<file path="config.mk">
export PLATFORM = sky130hd
export DESIGN_NAME = epu_bus_slave
export DESIGN_NICKNAME = d
export VERILOG_FILES = /design/src/epu_pkg.sv /design/src/epu_bus_slave.sv
export SDC_FILE = /design/constraint.sdc
export NUM_CORES = 1
export LEC_CHECK = 0
export ABC_AREA = 1
export CAP_MARGIN = 20
export CORE_MARGIN = 3
export CORE_UTILIZATION = 30
export CTS_CLUSTER_SIZE = 10
export DETAILED_ROUTE_END_ITERATION = 6
export DONT_BUFFER_PORTS = 1
export HOLD_SLACK_MARGIN = 0.06
export PLACE_DENSITY = 0.56
export SYNTH_ARGS = -nofsm -noshare
export SYNTH_HDL_FRONTEND = slang
export SYNTH_SLANG_ARGS = --single-unit
</file>
<file path="constraint.sdc">
create_clock -name clk -period 2.7 [get_ports clk]
set_input_delay 0.27 -clock clk [delete_from_list [all_inputs] [get_ports clk]]
set_output_delay 0.27 -clock clk [all_outputs]
set_load 0.005 [all_outputs]
</file>
<file path="src/epu_pkg.sv">
`default_nettype none

package epu_pkg;

    // Wishbone word address and buffer address widths
    localparam int ADDR_W = 12;
    localparam int BUF_AW = 8;

    // Region select from address bits 11:10
    typedef enum logic [1:0] {
        REGION_INPUT  = 2'd0,
        REGION_WEIGHT = 2'd1,
        REGION_OUTPUT = 2'd2,
        REGION_CSR    = 2'd3
    } region_e;

    // Register offsets within the CSR window
    typedef enum logic [2:0] {
        CSR_CTRL    = 3'd0,
        CSR_STATUS  = 3'd1,
        CSR_BIAS    = 3'd2,
        CSR_OUT_LEN = 3'd3,
        CSR_KER_LEN = 3'd4
    } csr_e;

    typedef enum logic {
        MODE_CONV      = 1'b0,
        MODE_CONV_RELU = 1'b1
    } epu_mode_e;

    typedef enum logic [2:0] {
        ENG_IDLE,
        ENG_INIT,
        ENG_MAC,
        ENG_DRAIN,
        ENG_WRITE
    } engine_state_e;

    typedef struct packed {
        logic              cyc;
        logic              stb;
        logic              we;
        logic [ADDR_W-1:0] adr;
        logic [31:0]       dat;
    } wb_req_t;

    typedef struct packed {
        logic        ack;
        logic [31:0] dat;
    } wb_rsp_t;

    typedef struct packed {
        logic              en;
        logic              we;
        logic [BUF_AW-1:0] addr;
        logic [31:0]       wdata;
    } buf_req_t;

    typedef struct packed {
        epu_mode_e         mode;
        logic              swap;
        logic [31:0]       bias;
        logic [BUF_AW-1:0] out_len;
        logic [BUF_AW-1:0] ker_len;
    } epu_cfg_t;

endpackage

`default_nettype wire

</file>
<file path="src/epu_bus_slave.sv">
`default_nettype none

module epu_bus_slave (
    input  wire logic               clk,
    input  wire logic               rst,
    input  wire epu_pkg::wb_req_t   wb_i,
    output epu_pkg::wb_rsp_t        wb_o,
    output epu_pkg::buf_req_t       in_req_o,
    output epu_pkg::buf_req_t       wt_req_o,
    output epu_pkg::buf_req_t       out_req_o,
    input  wire logic [31:0]        in_rdata_i,
    input  wire logic [31:0]        wt_rdata_i,
    input  wire logic [31:0]        out_rdata_i,
    output epu_pkg::epu_cfg_t       cfg_o,
    output logic                    start_o,
    input  wire logic               busy_i,
    input  wire logic               done_i
);

    logic                       sample;
    logic                       csr_wr;
    logic                       ack_q;
    logic                       start_q;
    logic                       done_sticky_q;
    epu_pkg::region_e           region;
    epu_pkg::region_e           region_q;
    epu_pkg::csr_e              csr_idx;
    epu_pkg::buf_req_t          buf_req;
    epu_pkg::epu_mode_e         mode_q;
    logic                       swap_q;
    logic [31:0]                bias_q;
    logic [epu_pkg::BUF_AW-1:0] out_len_q;
    logic [epu_pkg::BUF_AW-1:0] ker_len_q;
    logic [31:0]                csr_rdata;
    logic [31:0]                csr_rdata_q;

    // A new transfer is taken only while ack is low
    assign sample  = wb_i.cyc && wb_i.stb && !ack_q;
    assign region  = epu_pkg::region_e'(wb_i.adr[epu_pkg::ADDR_W-1 -: 2]);
    assign csr_idx = epu_pkg::csr_e'(wb_i.adr[2:0]);
    assign csr_wr  = sample && wb_i.we && (region == epu_pkg::REGION_CSR);

    always_comb begin
        buf_req.en    = sample;
        buf_req.we    = wb_i.we;
        buf_req.addr  = wb_i.adr[epu_pkg::BUF_AW-1:0];
        buf_req.wdata = wb_i.dat;
        in_req_o      = buf_req;
        wt_req_o      = buf_req;
        out_req_o     = buf_req;
        in_req_o.en   = sample && (region == epu_pkg::REGION_INPUT);
        wt_req_o.en   = sample && (region == epu_pkg::REGION_WEIGHT);
        out_req_o.en  = sample && (region == epu_pkg::REGION_OUTPUT);
    end

    always_ff @(posedge clk or negedge rst) begin
        if (!rst) begin
            mode_q        <= epu_pkg::MODE_CONV;
            swap_q        <= 1'b0;
            bias_q        <= '0;
            out_len_q     <= '0;
            ker_len_q     <= '0;
            start_q       <= 1'b0;
            done_sticky_q <= 1'b0;
        end else begin
            start_q <= csr_wr && (csr_idx == epu_pkg::CSR_CTRL) && wb_i.dat[0] && !busy_i;
            if (csr_wr) begin
                case (csr_idx)
                    epu_pkg::CSR_CTRL: begin
                        mode_q <= epu_pkg::epu_mode_e'(wb_i.dat[1]);
                        swap_q <= wb_i.dat[2];
                    end
                    epu_pkg::CSR_BIAS:    bias_q    <= wb_i.dat;
                    epu_pkg::CSR_OUT_LEN: out_len_q <= wb_i.dat[epu_pkg::BUF_AW-1:0];
                    epu_pkg::CSR_KER_LEN: ker_len_q <= wb_i.dat[epu_pkg::BUF_AW-1:0];
                    default: ;
                endcase
            end
            // Sticky done, cleared by the next start
            if (start_q)
                done_sticky_q <= 1'b0;
            else if (done_i)
                done_sticky_q <= 1'b1;
        end
    end

    always_comb begin
        case (csr_idx)
            epu_pkg::CSR_CTRL:    csr_rdata = {29'b0, swap_q, mode_q, 1'b0};
            epu_pkg::CSR_STATUS:  csr_rdata = {30'b0, done_sticky_q, busy_i};
            epu_pkg::CSR_BIAS:    csr_rdata = bias_q;
            epu_pkg::CSR_OUT_LEN: csr_rdata = {{(32-epu_pkg::BUF_AW){1'b0}}, out_len_q};
            epu_pkg::CSR_KER_LEN: csr_rdata = {{(32-epu_pkg::BUF_AW){1'b0}}, ker_len_q};
            default:              csr_rdata = '0;
        endcase
    end

    always_ff @(posedge clk or negedge rst) begin
        if (!rst) begin
            ack_q       <= 1'b0;
            region_q    <= epu_pkg::REGION_INPUT;
            csr_rdata_q <= '0;
        end else begin
            ack_q <= sample;
            if (sample) begin
                region_q    <= region;
                csr_rdata_q <= csr_rdata;
            end
        end
    end

    // Buffer data is already registered, so it lines up with ack
    always_comb begin
        wb_o.ack = ack_q;
        case (region_q)
            epu_pkg::REGION_INPUT:  wb_o.dat = in_rdata_i;
            epu_pkg::REGION_WEIGHT: wb_o.dat = wt_rdata_i;
            epu_pkg::REGION_OUTPUT: wb_o.dat = out_rdata_i;
            default:                wb_o.dat = csr_rdata_q;
        endcase
    end

    assign start_o = start_q;
    assign cfg_o   = '{mode: mode_q, swap: swap_q, bias: bias_q,
                       out_len: out_len_q, ker_len: ker_len_q};

endmodule

`default_nettype wire

</file>
== Word-level counts from Yosys, hierarchy flattened ==
Index checks and enable logic that the tools add are counted.

* Flip-flop bits (word level): 87
* Bits of input ports: 147
* Output and inout bits: 210

* Equal/unequal tests: 9
* Mux-type cells: 4
* Reduce and logical (&&, ||, !) cells: 20

{| class="wikitable"
|+ Operators by type and width
! cell !! number
|-
| one-hot mux 32 bit (5 select lines) || 1
|-
| one-hot mux 32 bit (3 select lines) || 1
|-
| logical AND 1 bit || 10
|-
| AND reduction 2 bit || 4
|-
| equality test 2 bit (second input constant) || 3
|-
| equality test 3 x 2 -> 1 bit (second input constant) || 2
|-
| equality test 2 x 1 -> 1 bit (second input constant) || 2
|-
| logical NOT 2 bit || 2
|-
| equality test 3 x 1 -> 1 bit (second input constant) || 1
|-
| equality test 3 bit (second input constant) || 1
|-
| logical NOT 3 bit || 1
|-
| logical NOT 1 bit || 2
|-
| two-way mux 1 bit || 2
|-
| nonzero test 2 bit || 1
|}

== Logic depth before layout (Yosys ltp) ==
* Depth after elaboration: 7
* Gate-level depth with buffers: 9
* Gate-level depth less buffers: 7

== Least setup slack after synthesis ==
No wires, ideal clock.

* Kind: reg-to-output
* From: register region_q[1]
* To: output port wb_o[10] (netlist bit)
* Setup slack: 1.324 ns
* Arrival time: 1.106 ns
* Data required time: 2.430 ns
* Buffers on the path: 1
* Stages on the path, launching flop included: 9
* Cells stage by stage: dfrtp_1 inv_1 nand2_1 inv_1 clkbuf_1 nand2_1 nand2_1 a21oi_1 o21ai_0

{| class="wikitable"
|+ RTL lines
! item !! RTL line !! source
|-
| start: declaration || epu_bus_slave.sv:26 || <nowiki>epu_pkg::region_e region_q;</nowiki>
|-
| start signal: assignment || epu_bus_slave.sv:101 || <nowiki>region_q <= epu_pkg::REGION_INPUT;</nowiki>
|-
| start signal: assignment || epu_bus_slave.sv:106 || <nowiki>region_q <= region;</nowiki>
|-
| end: declaration || epu_bus_slave.sv:7 || <nowiki>output epu_pkg::wb_rsp_t wb_o,</nowiki>
|}

==> flow_summary_export.csv <==
group,metric,value,unit
sta,finalSetupTns,0,ps
floorplan,start_util,30.8,%
logic_synthesis,synth_seq_cells,87,
cts,cts_buffers,9,
sta,hold_viol,0,
critical_path,path_max_fanout,17,
logic_synthesis,syn-num-nets,857,
placed_design,gp_congestion,0.784,
logic_synthesis,synth-seq-area-share,39.0,%
critical_path,critPathTopFamily,"flip-flops",
hold_path,holdPathStages,2,
placed_design,hpwl,11400,µm
global_routing,grtUsageTotal,15.0,%
floorplan,die_area,0.0203,mm²
job,maxCapViolCount,0,
sta,tightest_slew,528,ps
floorplan,die_y,142,µm
sta,max_slew_margin,64.7,%
finish,final-seq-area,0.00218,mm²
cts,clk_pin_slew_worst_paths,60,ps
global_routing,grt_max_degree,88,
global_routing,grt_pass1_wl,22800,µm
floorplan,ioPinCount,357,
critical_path,reg2reg_from,"ack_q",
route,antenna_left,0,
placed_design,io_buffers,0,
route,drtIter0Drc,168,
cts,clockBufferDepth,2,
critical_path,r2r_cells,6,
sta,rsz0062_at_grt,"no",
floorplan,dieWidth,142,µm
global_routing,met3_usage,3.63,%
finish,antenna_cells,0,
hold_path,hold_class,"input port to flop",
global_routing,met1_usage,21.4,%
route,wl_per_cell,19.0,µm
cts,clock_latency,340,ps
sta,finalCritPeriodShare,80.7,%
logic_synthesis,yosysWarnings,0,
placed_design,numPlacedInstances,790,
cts,cts_root_buf,"clkbuf_16",
sta,slew_viol_final,0,
global_routing,overflow,0,
critical_path,crit_type,"flop to primary output",
critical_path,crit_cells,4,
logic_synthesis,synthesis.instances,710,
critical_path,r2r_setup_slack,890,ps
power_and_ir_drop,p_leak,2.52,nW
logic_synthesis,syn_area_per_cell,7.85,µm²
cts,cts_num_sinks,87,
critical_path,slowest_delay,470,ps
critical_path,cp.arrival,1910,ps
sta,clock.fmax,459,MHz
route,vias,3974,
route,drcViolationCount,0,
finish,fillerInstances,1951,
sta,fin_crit,2180,ps
global_routing,grt_pass1_vias,3753,
finish,drive_above_1_share,12.9,%
critical_path,critPathCaptureType,"primary output",
route,finalWirelength,15800,µm
power_and_ir_drop,p_per_area,595,mW/mm²
finish,multi_input_area,0.00198,mm²
critical_path,crit_path_top_delay_cell,"dfrtp_1",
finish,layout.nets,746,
sta,setup_viol,0,
critical_path,crit_buf_inv,1,
global_routing,antenna_found_initial,0,
logic_synthesis,synth_cell_types,23,
sta,clock_skew,6.63,ps
finish,final_cells,833,
global_routing,use_met2,22.7,%
global_routing,top_usage_layer,"met2",
route,firstDrtPassIters,4,
floorplan,core_area,0.0181,mm²
critical_path,start_kind,"flop",
critical_path,crit_required,2430,ps
power_and_ir_drop,ir_drop,0.350,mV
run_status,status,"completed",
cts,h-tree-depth,3,
cts,cts_tree,"built",
critical_path,worstSetupEndpoint,"wb_o[28]",
logic_synthesis,syn_area,0.00558,mm²
floorplan,rows,49,
route,avgViaCountPerCell,4.77,
finish,syn_to_final_growth,-3.28,%
critical_path,r2r-end,"bias_q[6]",
critical_path,startpoint,"region_q[0]",
cts,postCtsSetupRepairBufs,0,
critical_path,crit_chain,"nor2_4, buf_4, a21oi_1, o21ai_0",
## cell usage after synthesis (all sizes together)
master	instances	area share, %
dfrtp	87	39
nor2	13	1.3
nand3	39	3.9
nand4	9	1.0
o2111ai	9	1.4
buf	144	20
nand2	189	13
o21ai	105	12
clkbuf	13	0.88
clkinv	1	0.090
inv	76	5.1
nor3	2	0.18
a21oi	20	1.8
nand3b	2	0.72
or2	1	0.11
## layer usage
layer / share of wire [%] / vias to the layer above / routed length [µm]
met4: 1.2 / 0 / 182
met3: 7.2 / 16 / 1140
met5: 0 / - / 0
met2: 45 / 181 / 7170
met1: 46 / 1863 / 7300
li1: - / 1914 / -
## state kept, by name, summed over array words and instances (netlist names), 2 cells and up
signal / flops
bias_q: 32
csr_rdata_q: 32
ker_len_q: 8
out_len_q: 8
region_q: 2
## cell type report
| cell class | instances | area share (%) |
|---|---|---|
| Clock buffer | 11 | 4.50 |
| Tap cell | 229 | 5.31 |
| Multi-Input combinational cell | 389 | 36.8 |
| Inverter | 77 | 5.38 |
| Clock inverter | 5 | 0.765 |
| Sequential cell | 87 | 40.4 |
| Timing Repair Buffer | 35 | 6.91 |
## repair_timing
item / in CTS / in global routing
hold buffers: 27 / 0
hold endpoints to repair: 112 / 0
resized for setup: 0 / 0
setup endpoints to repair: 0 / 0
## layout by cell type (no fill, tap or decap)
cell           instances
clkbuf_16              9
inv_1                 73
buf_4                  6
o21ai_1                1
nor3_1                 2
nand3b_4               2
nand2_1              189
buf_16                 1
inv_6                  1
clkbuf_1               1
nand3_1               37
o21ai_2               40
a21oi_1               20
clkinvlp_4             2
buf_12                 2
or2_2                  1
o2111ai_1              9
nand4_1                9
o21ai_0               64
clkinv_4               2
nor2_1                 8
clkinv_2               1
nor2_4                 5
inv_2                  3
dfrtp_1               87
dlygate4sd3_1         26
nand3_4                2
clkbuf_8               1
## logic make-up (layout without fill, tap and decap cells)
family	after synthesis	after routing	share of synthesized area [%]
AND/OR/NAND/NOR	255	255	20.0
buffers and inverters	234	128	25.7
flip-flops	87	87	39.0
AO/OA/AOI/OAI	134	134	15.3
## stage by stage
step | instance area [µm²] | setup slack (ps) | total power [mW] | utilization (%) | hold slack [ps]
5_1_grt | 5390 | 384 | 3.41 | 29.8 | 67.6
2_1_floorplan | 5580 | 1320 | 1.96 | - | -25.6
6_report | 5390 | 522 | 3.21 | 29.8 | 86.4
3_3_place_gp | 4820 | 871 | 1.97 | 26.7 | -21.2
3_5_place_dp | 4820 | 820 | 1.98 | 26.7 | -21.8
4_1_cts | 5390 | 466 | 3.29 | 29.8 | 61.7
## power breakdown
| part | leakage (nW) | internal [mW] | switching, mW | total [mW] |
|---|---|---|---|---|
| clock | 0.132 | 0.657 | 0.545 | 1.20 |
| sequential | 1.19 | 1.37 | 0.0787 | 1.45 |
| combinational | 1.20 | 0.181 | 0.376 | 0.558 |
## how the worst min path moves through the flow
stage | from | to | slack, ps
after floorplan | rst | ack_q | -30
after global placement | rst | csr_rdata_q[2] | -20
after detailed placement | rst | csr_rdata_q[1] | -20
after CTS | wb_i[14] | bias_q[14] | 60
after global routing | wb_i[14] | bias_q[14] | 70
final | wb_i[23] | bias_q[23] | 90
Note: power is estimated with default switching activity, not from simulation.
