--- src/epu_pkg.sv ---
`default_nettype none

package epu_pkg;

    // Wishbone word address and buffer address widths
    localparam int ADDR_W = 12;
    localparam int BUF_AW = 8;

    // Region select from address bits 11:10
    typedef enum logic [1:0] {
        REGION_INPUT  = 2'd0,
        REGION_WEIGHT = 2'd1,
        REGION_OUTPUT = 2'd2,
        REGION_CSR    = 2'd3
    } region_e;

    // Register offsets within the CSR window
    typedef enum logic [2:0] {
        CSR_CTRL    = 3'd0,
        CSR_STATUS  = 3'd1,
        CSR_BIAS    = 3'd2,
        CSR_OUT_LEN = 3'd3,
        CSR_KER_LEN = 3'd4
    } csr_e;

    typedef enum logic {
        MODE_CONV      = 1'b0,
        MODE_CONV_RELU = 1'b1
    } epu_mode_e;

    typedef enum logic [2:0] {
        ENG_IDLE,
        ENG_INIT,
        ENG_MAC,
        ENG_DRAIN,
        ENG_WRITE
    } engine_state_e;

    typedef struct packed {
        logic              cyc;
        logic              stb;
        logic              we;
        logic [ADDR_W-1:0] adr;
        logic [31:0]       dat;
    } wb_req_t;

    typedef struct packed {
        logic        ack;
        logic [31:0] dat;
    } wb_rsp_t;

    typedef struct packed {
        logic              en;
        logic              we;
        logic [BUF_AW-1:0] addr;
        logic [31:0]       wdata;
    } buf_req_t;

    typedef struct packed {
        epu_mode_e         mode;
        logic              swap;
        logic [31:0]       bias;
        logic [BUF_AW-1:0] out_len;
        logic [BUF_AW-1:0] ker_len;
    } epu_cfg_t;

endpackage

`default_nettype wire

--- src/epu_conv_engine.sv ---
`default_nettype none

module epu_conv_engine #(
    parameter int BUF_DEPTH = 64
) (
    input  wire logic              clk,
    input  wire logic              rst,
    input  wire logic              start_i,
    input  wire epu_pkg::epu_cfg_t cfg_i,
    output logic                   busy_o,
    output logic                   done_o,
    output epu_pkg::buf_req_t      in_req_o,
    output epu_pkg::buf_req_t      wt_req_o,
    output epu_pkg::buf_req_t      out_req_o,
    input  wire logic [31:0]       in_rdata_i,
    input  wire logic [31:0]       wt_rdata_i,
    input  wire logic [31:0]       out_rdata_i
);

    epu_pkg::engine_state_e     state_q;
    epu_pkg::epu_cfg_t          cfg_q;
    logic [epu_pkg::BUF_AW-1:0] out_idx_q;
    logic [epu_pkg::BUF_AW-1:0] ker_idx_q;
    logic [31:0]                acc_q;
    logic                       mac_vld_q;
    logic                       done_q;
    logic                       last_ker;
    logic                       last_out;
    logic [31:0]                src_rdata;
    logic [31:0]                result;
    epu_pkg::buf_req_t          rd_req;
    epu_pkg::buf_req_t          wr_req;

    assign last_ker = (ker_idx_q == cfg_q.ker_len - 1'b1);
    // Never run past the end of the buffer
    assign last_out = (out_idx_q == cfg_q.out_len - 1'b1) ||
                      (int'(out_idx_q) == BUF_DEPTH - 1);

    always_ff @(posedge clk or negedge rst) begin
        if (!rst) begin
            state_q   <= epu_pkg::ENG_IDLE;
            cfg_q     <= '0;
            out_idx_q <= '0;
            ker_idx_q <= '0;
            mac_vld_q <= 1'b0;
            done_q    <= 1'b0;
        end else begin
            done_q    <= 1'b0;
            mac_vld_q <= 1'b0;
            case (state_q)
                epu_pkg::ENG_IDLE: begin
                    if (start_i) begin
                        cfg_q     <= cfg_i;
                        out_idx_q <= '0;
                        state_q   <= epu_pkg::ENG_INIT;
                    end
                end
                epu_pkg::ENG_INIT: begin
                    ker_idx_q <= '0;
                    state_q   <= epu_pkg::ENG_MAC;
                end
                epu_pkg::ENG_MAC: begin
                    // Data for this read arrives next cycle
                    mac_vld_q <= 1'b1;
                    if (last_ker)
                        state_q <= epu_pkg::ENG_DRAIN;
                    else
                        ker_idx_q <= ker_idx_q + 1'b1;
                end
                epu_pkg::ENG_DRAIN: state_q <= epu_pkg::ENG_WRITE;
                epu_pkg::ENG_WRITE: begin
                    if (last_out) begin
                        done_q  <= 1'b1;
                        state_q <= epu_pkg::ENG_IDLE;
                    end else begin
                        out_idx_q <= out_idx_q + 1'b1;
                        state_q   <= epu_pkg::ENG_INIT;
                    end
                end
                default: state_q <= epu_pkg::ENG_IDLE;
            endcase
        end
    end

    assign src_rdata = cfg_q.swap ? out_rdata_i : in_rdata_i;

    // Low 32 bits of each product, wrapping sum
    always_ff @(posedge clk) begin
        if (state_q == epu_pkg::ENG_INIT)
            acc_q <= cfg_q.bias;
        else if (mac_vld_q)
            acc_q <= acc_q + src_rdata * wt_rdata_i;
    end

    assign result = (cfg_q.mode == epu_pkg::MODE_CONV_RELU && acc_q[31]) ? '0 : acc_q;

    always_comb begin
        rd_req       = '{en: (state_q == epu_pkg::ENG_MAC), we: 1'b0,
                         addr: out_idx_q + ker_idx_q, wdata: '0};
        wr_req       = '{en: (state_q == epu_pkg::ENG_WRITE), we: 1'b1,
                         addr: out_idx_q, wdata: result};
        wt_req_o     = rd_req;
        wt_req_o.addr = ker_idx_q;
        // Swap turns the output buffer into the source
        in_req_o     = cfg_q.swap ? wr_req : rd_req;
        out_req_o    = cfg_q.swap ? rd_req : wr_req;
    end

    assign busy_o = (state_q != epu_pkg::ENG_IDLE);
    assign done_o = done_q;

endmodule

`default_nettype wire

--- config.mk ---
export PLATFORM = sky130hd
export DESIGN_NAME = epu_conv_engine
export DESIGN_NICKNAME = d
export VERILOG_FILES = /design/src/epu_pkg.sv /design/src/epu_conv_engine.sv
export SDC_FILE = /design/constraint.sdc
export NUM_CORES = 1
export LEC_CHECK = 0
export BUFFER_PORTS_ARGS = -buffer_cell sky130_fd_sc_hd__buf_2
export CELL_PAD_IN_SITES_DETAIL_PLACEMENT = 1
export CELL_PAD_IN_SITES_GLOBAL_PLACEMENT = 2
export CORE_UTILIZATION = 41
export CTS_CLUSTER_DIAMETER = 40
export CTS_CLUSTER_SIZE = 28
export DETAILED_ROUTE_END_ITERATION = 8
export PLACE_DENSITY_LB_ADDON = 0.1
export SETUP_SLACK_MARGIN = 0.5
export SKIP_LAST_GASP = 1
export SYNTH_ARGS = -nofsm -noshare
export SYNTH_HDL_FRONTEND = slang
export SYNTH_SLANG_ARGS = --single-unit
--- constraint.sdc ---
create_clock -name clk -period 19 [get_ports clk]
set_input_delay 5.7 -clock clk [delete_from_list [all_inputs] [get_ports clk]]
set_output_delay 5.7 -clock clk [all_outputs]
set_load 0.05 [all_outputs]
* After elaboration in Yosys (flattened, before gate mapping)
Cells that the tools add are included.
** Storage, ports and cells
- Logic and storage cells :: 58
- Memories :: 0
- Output and inout bits :: 128
- Register bits :: 103
- Memory bits (writable) :: 0
- Memory bits (read-only) :: 0
- Latch bits :: 0
- Bits of input ports :: 149
** Cells by class
- Div/mod/pow operators :: 0
- Add/sub/neg operators :: 6
- Shift operators :: 0
- Reductions and logical operators :: 11
- Mux-type cells :: 18
- Order comparisons :: 0
- Eq/ne operators :: 11
- Bitwise operators :: 0
- $mul :: 1
** Operator list (number)
- $mux W32 :: 4
- $mux W42 :: 2
- $add A32 B32 Y32 :: 1
- $mul A32 B32 Y32 :: 1
- $pmux W8 S2 :: 2
- $mux W8 :: 3
- $add A8 B1 Y8 const B :: 2
- $eq A8 B8 Y1 :: 2
- $sub A8 B1 Y8 const B :: 2
- $pmux W3 S5 :: 1
- $add A8 B8 Y8 :: 1
- $eq A8 B7 Y1 const B :: 1
- $eq A3 B2 Y1 const B :: 2
- $mux W3 :: 2
- $ne A2 B2 Y1 const B :: 3
- $reduce_and A2 Y1 :: 3
- $reduce_bool A2 Y1 :: 3
- $mux W1 :: 4
- $eq A3 B1 Y1 const B :: 1
- $eq A3 B3 Y1 const B :: 1
- $logic_not A3 Y1 :: 1
- $reduce_and A3 Y1 :: 1
- $reduce_bool A3 Y1 :: 1
- $ne A2 B1 Y1 const B :: 1
- other kinds (2) :: 2

* Depth between registers and ports, before layout
Gate-level depths: netlist (run 1).
- Depth after elaboration :: 5
- Mapped depth :: 32
- Mapped depth without buffers :: 28

* Least setup slack after synthesis (run 1)
Ideal clock, no wire load.
- Path type :: input -> register
- Start point :: input out_rdata_i[12]
- End point :: register acc_q[30], data pin
- Buffers on the path :: 2
- Data required time :: 18805 ps
- Path slack :: 6433 ps
- Setup time :: 195 ps
- Arrival time :: 12372 ps
- Cell stages on the path :: 27
- Cells stage by stage :: mux2_2 clkbuf_1 clkbuf_1 and2_1 fa_1 fa_1 fa_1 inv_1 fa_1 inv_1 fa_1 inv_1 fa_1 inv_1 fa_1 inv_1 fa_1 inv_1 ha_1 a21o_1 a21o_1 a21oi_1 nor2_1 o41ai_1 o21ai_0 a211o_1 o311ai_0
** Between the ends
- Word-level cells in the longest chain between the ends :: 5
** RTL lines
- from (decl) :: line epu_conv_engine.sv:17 : input wire logic [31:0] out_rdata_i
- $mux W32 :: line epu_conv_engine.sv:85 : assign src_rdata = cfg_q.swap ? out_rdata_i : in_rdata_i;
- $mul A32 B32 Y32 :: line epu_conv_engine.sv:92 : acc_q <= acc_q + src_rdata * wt_rdata_i;
- $add A32 B32 Y32 :: line epu_conv_engine.sv:92
- $mux W32 :: line epu_conv_engine.sv:91 : else if (mac_vld_q)
- $mux W32 :: line epu_conv_engine.sv:89 : if (state_q == epu_pkg::ENG_INIT)
- to (signal assigned) :: line epu_conv_engine.sv:90 : acc_q <= cfg_q.bias;
- to (signal assigned) :: line epu_conv_engine.sv:92
- to (decl) :: line epu_conv_engine.sv:24 : logic [31:0] acc_q;
Every way passes these cells. The select of a mux whose other input is x is not followed.
A chain may end at the register's enable or synchronous reset.

* Final worst setup path (run 1)
- Start point :: input out_rdata_i[14]
- End point :: register acc_q[30], data pin
Same word-level chain as after synthesis.

==> results.toml, run 1 <==
[die]
die_h_um = 238
core_area_mm2 = 0.0551
start_util_pct = 41.4
rows = 86
die-area_mm2 = 0.0566
die_w_um = 238
boundaryPins = 277

[worst_setup_path]
critPathLaunchType = "input pin"
worstPathArrival_ns = 12.96
worstRegToRegCells = 24
path_class = "in2reg"
end_kind = "flop"
worstPathRequired_ns = 19.17
cp_max_fo = 18
crit_start = "out_rdata_i[14]"
r2r-start = "cfg_q[48]"

[logic_synthesis]
synth_top_family_by_area = "adder cells"
synth_xor_area_share_pct = 4.86
yosys.area_share.simple_pct = 17.7
ys_ff_latch = 103
synth_warnings = 0
muxShareOfSynthArea_pct = 4.43
syn-cell-area_mm2 = 0.0228
synth_fa_ha_area_share_pct = 45.9
synth_seq_area_share_pct = 12.0
synthArstFlopShare_pct = 68.9
synth_ff_type = "dfrtp_1"
synth_cells = 2463
synth-compound-area-share_pct = 3.69
synth_edf_count = 32
syn_avg_cell_area_um2 = 9.27
yosysUniqueCellTypes = 63

[sta]
post-route-min-period_ns = 12.80
rsz0062_at_grt = "no"
finalHoldViolations = 0
max_freq_ghz = 0.0781
slew_headroom_pct = 19.4
setup_viol = 0
fin_skew_ns = 0.0107
finalMaxSlewViolations = 0
fin_crit_sh_pct = 67.4
tightestPinTransition_ns = 1.21
fin_setup_tns_ns = 0

[detailed_routing]
drtPass1Iterations = 5
vias = 16600
finalWirelength_mm = 66.6
routed_via_density = 4.92
drtIter0Drc = 705
ant_nets = 0
wl_per_cell_um = 19.8
drc_errors = 0

[place]
portBuffers = 243
hpwlAfterDp_mm = 55.5
dp_cells = 3347
gp_congestion = 0.839

[clock_tree]
cts_buffers = 9
cts_tree = "done"
clock_path_buffers = 2
cts.htree.levels = 3
cts_hold_buf = 0
post_cts_resized = 0
clk-insertion-delay-late_ns = 0.37
cts-root-buf = "clkbuf_16"
clk_pin_slew_worst_paths_ns = 0.08
postCtsSetupBuffers = 0
clock-sinks = 103

[global_route]
grt_pass1_wl_mm = 108
grt_pass1_vias = 19000
grt_max_degree = 72
grt_overflow = 0
grtUsageTotal_pct = 24.8
grt_antenna_before_repair = 4

[final_layout]
layout_commonest_cell = "inv_1"
finalNetCount = 3333
syn2layout_area_growth_pct = 8.65
layout-drive-gt1-share_pct = 13.9
final_util_pct = 45.0
layout_common_cells = "inv_1 (508), fa_1 (439), and2_1 (350), nand2_1 (277), buf_2 (242)"
fillers = 6495
fin_cells = 3367

[hold_path]
hp-class = "reg2reg"
holdPathStages = 1
hp-start = "cfg_q[28]"

[flow_run]
timing.max_cap.violations = 0

[run_status]
status = "complete, no violations"
-- synth_stat cells (14+ instances only) --
library cell | count | area [um2]
o21ai_0 | 55 | 275
buf_4 | 37 | 278
nand2b_1 | 14 | 87.6
and2_1 | 350 | 2190
nor2_1 | 47 | 176
fa_1 | 439 | 8790
mux2_2 | 83 | 935
dfrtp_1 | 71 | 1780
nand2_1 | 277 | 1040
a21oi_1 | 35 | 175
ha_1 | 135 | 1690
inv_1 | 508 | 1910
clkbuf_1 | 107 | 402
nor2b_1 | 33 | 206
xnor2_1 | 88 | 771
xor2_1 | 36 | 315
edfxtp_1 | 32 | 961
-- worst max-delay path, cell delays in order --
cell and delay [ns]:
buf_2 0.09, mux2_2 0.47, and2_1 0.27, fa_1 0.56
fa_1 0.45, fa_1 0.54, inv_1 0.06, fa_1 0.47
inv_1 0.06, fa_1 0.49, fa_1 0.52, fa_1 0.51
inv_1 0.05, fa_1 0.53, inv_1 0.07, ha_1 0.34
a21o_1 0.22, a21o_1 0.18, a21oi_1 0.13, nor2_1 0.06
o41ai_1 0.29, o21ai_0 0.26, a211o_1 0.33, o311ai_0 0.31
-- per-stage QoR --
stage	worst slack (ns)	hold slack (ns)	instance area, um2
final	6.20	0.510	24800
after global routing	5.81	0.528	24800
after CTS	6.14	0.514	24800
after detailed placement	5.77	0.496	24500
after global placement	5.95	0.487	24500
after floorplan	6.43	0.475	22900
-- per-layer routing --
metal / global-route usage, % / routed length [um] / vias up
li1: - / - / 7539
met1: 35.1 / 31600 / 8667
met2: 40.5 / 31400 / 297
met3: 2.96 / 2390 / 68
met4: 5.67 / 1250 / 4
met5: 0 / 16 / -
-- worst paths after layout --
path	end	slack (ns)
max	acc_q[30]	6.20
min	cfg_q[28]	0.51
max reg2reg	acc_q[30]	10.32
min reg2reg	cfg_q[28]	0.51
max in group asynchronous	cfg_q[48]	12.90
min in group asynchronous	done_o	5.46
-- sequential cells by signal, summed over array words and instances, names as in the netlist --
| register | cells |
|---|---|
| ker_idx_q | 8 |
| acc_q | 32 |
| out_idx_q | 8 |
| state_q | 3 |
| mac_vld_q | 1 |
| cfg_q | 50 |
| done_o | 1 |
-- cells by family (layout without fill, tap and decap cells) --
group           after synthesis  in the layout
mux                          90             90
compound gates              137            137
fa+ha+maj                   574            574
flops                       103            103
other cells                   1             37
xor+xnor                    125            125
simple gates                775            775
buf+inv                     658            778
-- cell type report --
| type | instances | area (um2) | share of cell area, % |
|---|---|---|---|
| Multi-Input combinational cell | 1734 | 17600 | 71.0 |
| Sequential cell | 103 | 2740 | 11.0 |
| Antenna cell | 4 | 10.0 | 0.0404 |
| Clock buffer | 10 | 239 | 0.964 |
| Inverter | 508 | 1910 | 7.69 |
| Tap cell | 748 | 936 | 3.77 |
| Clock inverter | 6 | 52.6 | 0.212 |
| Timing Repair Buffer | 254 | 1300 | 5.25 |
Power of run 1 is left out: the tool's default activity adds up to more than one toggle a clock period on the data nets, which glitch-free logic cannot reach.
==> inputs of run 2 (changes only) <==
CORE_UTILIZATION = 35   (was 41)
clock period = 10.3 ns   (was 19 ns; I/O delays follow)
==> run 2 against run 1 <==
Net effect: die area up 17%; global-route usage down 2.4 points; register-to-register slack worse by 8.3 ns; via count up 1.1%; hold slack better by 0.00069 ns; sequential share of layout area down 0.46 points; clock-buffer cell count unchanged; final area up 4.4%; critical path depth up 1; critical path type unchanged; critical endpoint is now acc_q[29]; largest cell class unchanged.
==> results.toml, run 2 (same netlist as run 1, synthesis figures left out) <==
[detailed_routing]
routed_via_density = 4.72
vias = 16800
wl_per_cell_um = 20.2
finalWirelength_mm = 71.7
drtIter0Drc = 605
drc_errors = 0
drtPass1Iterations = 4
ant_nets = 0

[hold_path]
holdPathStages = 1
hp-start = "cfg_q[16]"
hold-path-endpoint = "cfg_q[16]"
hp-class = "reg2reg"

[final_layout]
finalNetCount = 3413
fillers = 7545
largest_registers = "cfg_q: 50 flops, acc_q: 32 flops"
layout_common_cells = "inv_1 (503), fa_1 (436), and2_1 (348), nand2_1 (277), buf_2 (240)"
fin_cells = 3551
layout_commonest_cell = "inv_1"
ff_latch_area_mm2 = 0.00274
largest_register_ffs = 50
top_register = "cfg_q"
layout-drive-gt1-share_pct = 17.7
multi_input_area_mm2 = 0.0178
final_util_pct = 40.2
syn2layout_area_growth_pct = 13.4

[worst_setup_path]
r2r-start = "cfg_q[48]"
path_delay_family = "adder cells"
worstPathRequired_ns = 10.40
end_kind = "flop"
worstPathArrival_ns = 9.81
crit_start = "in_rdata_i[13]"
cp_max_fo = 13
path_class = "in2reg"
crit_buf_inv = 7
critical_path.slowest_cell = "fa_1"
crit_cells = 25
worstReg2RegEnd = "acc_q[29]"
crit_path_frequent_cell = "fa_1"
critPathLaunchType = "input pin"
worstRegToRegCells = 25
reg2reg_slack_ns = 2.07
cpPeakStageDelay_ns = 0.54

[sta]
tightestPinTransition_ns = 0.998
max_freq_ghz = 0.103
setup_viol = 0
slew_headroom_pct = 33.5
finalMaxSlewViolations = 0
finalHoldViolations = 0
fin_skew_ns = 0.0114
fin_setup_tns_ns = 0
fin_crit_sh_pct = 94.3
post-route-min-period_ns = 9.71
rsz0062_at_grt = "yes"

[die]
die_w_um = 257
die_h_um = 257
start_util_pct = 35.4
boundaryPins = 277
core_area_mm2 = 0.0645
die-area_mm2 = 0.0662
rows = 93

[clock_tree]
cts_buffers = 9
cts_tree = "done"
cts.htree.levels = 3
clk-insertion-delay-late_ns = 0.37
clock-sinks = 103
cts_hold_buf = 0
clk_pin_slew_worst_paths_ns = 0.07
cts-root-buf = "clkbuf_16"
clock_path_buffers = 2

[run_status]
status = "complete, no violations"

[global_route]
grt_overflow = 0
grt_antenna_before_repair = 11
grt_pass1_vias = 18800
grt_max_degree = 72
grt_pass1_wl_mm = 113
grtUsageTotal_pct = 22.4

[flow_run]
timing.max_cap.violations = 0

[place]
portBuffers = 243
hpwlAfterDp_mm = 62.4
dp_cells = 3525
gp_congestion = 0.843
[run 2: cell type report]
class                           instances  area share [%]
Antenna cell                            1         0.00967
Clock buffer                           10           0.967
Clock inverter                          6           0.217
Inverter                              508            7.37
Multi-Input combinational cell       1734            68.9
Sequential cell                       103            10.6
Tap cell                              855            4.13
Timing Repair Buffer                  334            7.84
[run 2: what timing repair did]
item / CTS / global route
setup endpoints to repair: 5 / 14
setup buffers: 1 / 8
cloned: 0 / 0
resized for setup: 8 / 51
pin swaps: 5 / 28
[run 2: worst register-to-register path: stages, from the launching register on]
cell and delay (ns):
dfrtp_2 0.87, buf_4 0.52, mux2_4 0.44, and2_1 0.21, fa_1 0.54, inv_1 0.05, fa_1 0.47, inv_1 0.05
fa_1 0.49, inv_1 0.09, fa_1 0.56, inv_1 0.06, fa_1 0.49, fa_1 0.51, fa_2 0.60, inv_1 0.07
fa_1 0.48, inv_1 0.04, ha_1 0.34, o21ai_0 0.20, nand2b_1 0.13, a21oi_2 0.17, o31a_1 0.22, buf_4 0.14
xor2_1 0.14, o21ai_1 0.07
[run 2: per-stage QoR]
stage / instance area (um2) / hold slack, ns / worst slack, ns
2_1_floorplan: 23000 / 0.475 / 0.507
3_3_place_gp: 25300 / 0.488 / -0.0267
3_5_place_dp: 25300 / 0.497 / -0.0309
4_1_cts: 25600 / 0.512 / 0.498
5_1_grt: 25900 / 0.529 / 0.337
6_report: 25900 / 0.511 / 0.588
[run 2: how the worst max path moves through the flow]
stage / to / slack [ns]
CTS: acc_q[25] / 0.50
global placement: acc_q[31] / -0.03
finish: acc_q[29] / 0.59
detailed placement: acc_q[31] / -0.03
global route: acc_q[29] / 0.34
floorplan: acc_q[30] / 0.51
[run 2: routing by layer]
metal / track usage, % / up-vias / part of all wire (%)
li1: - / 7696 / -
met1: 32.3 / 8766 / 48
met2: 36.7 / 239 / 48
met3: 2.37 / 50 / 2.9
met4: 3.45 / 14 / 1.2
met5: 0 / - / 0.11
Power of run 2 is left out for the same reason.
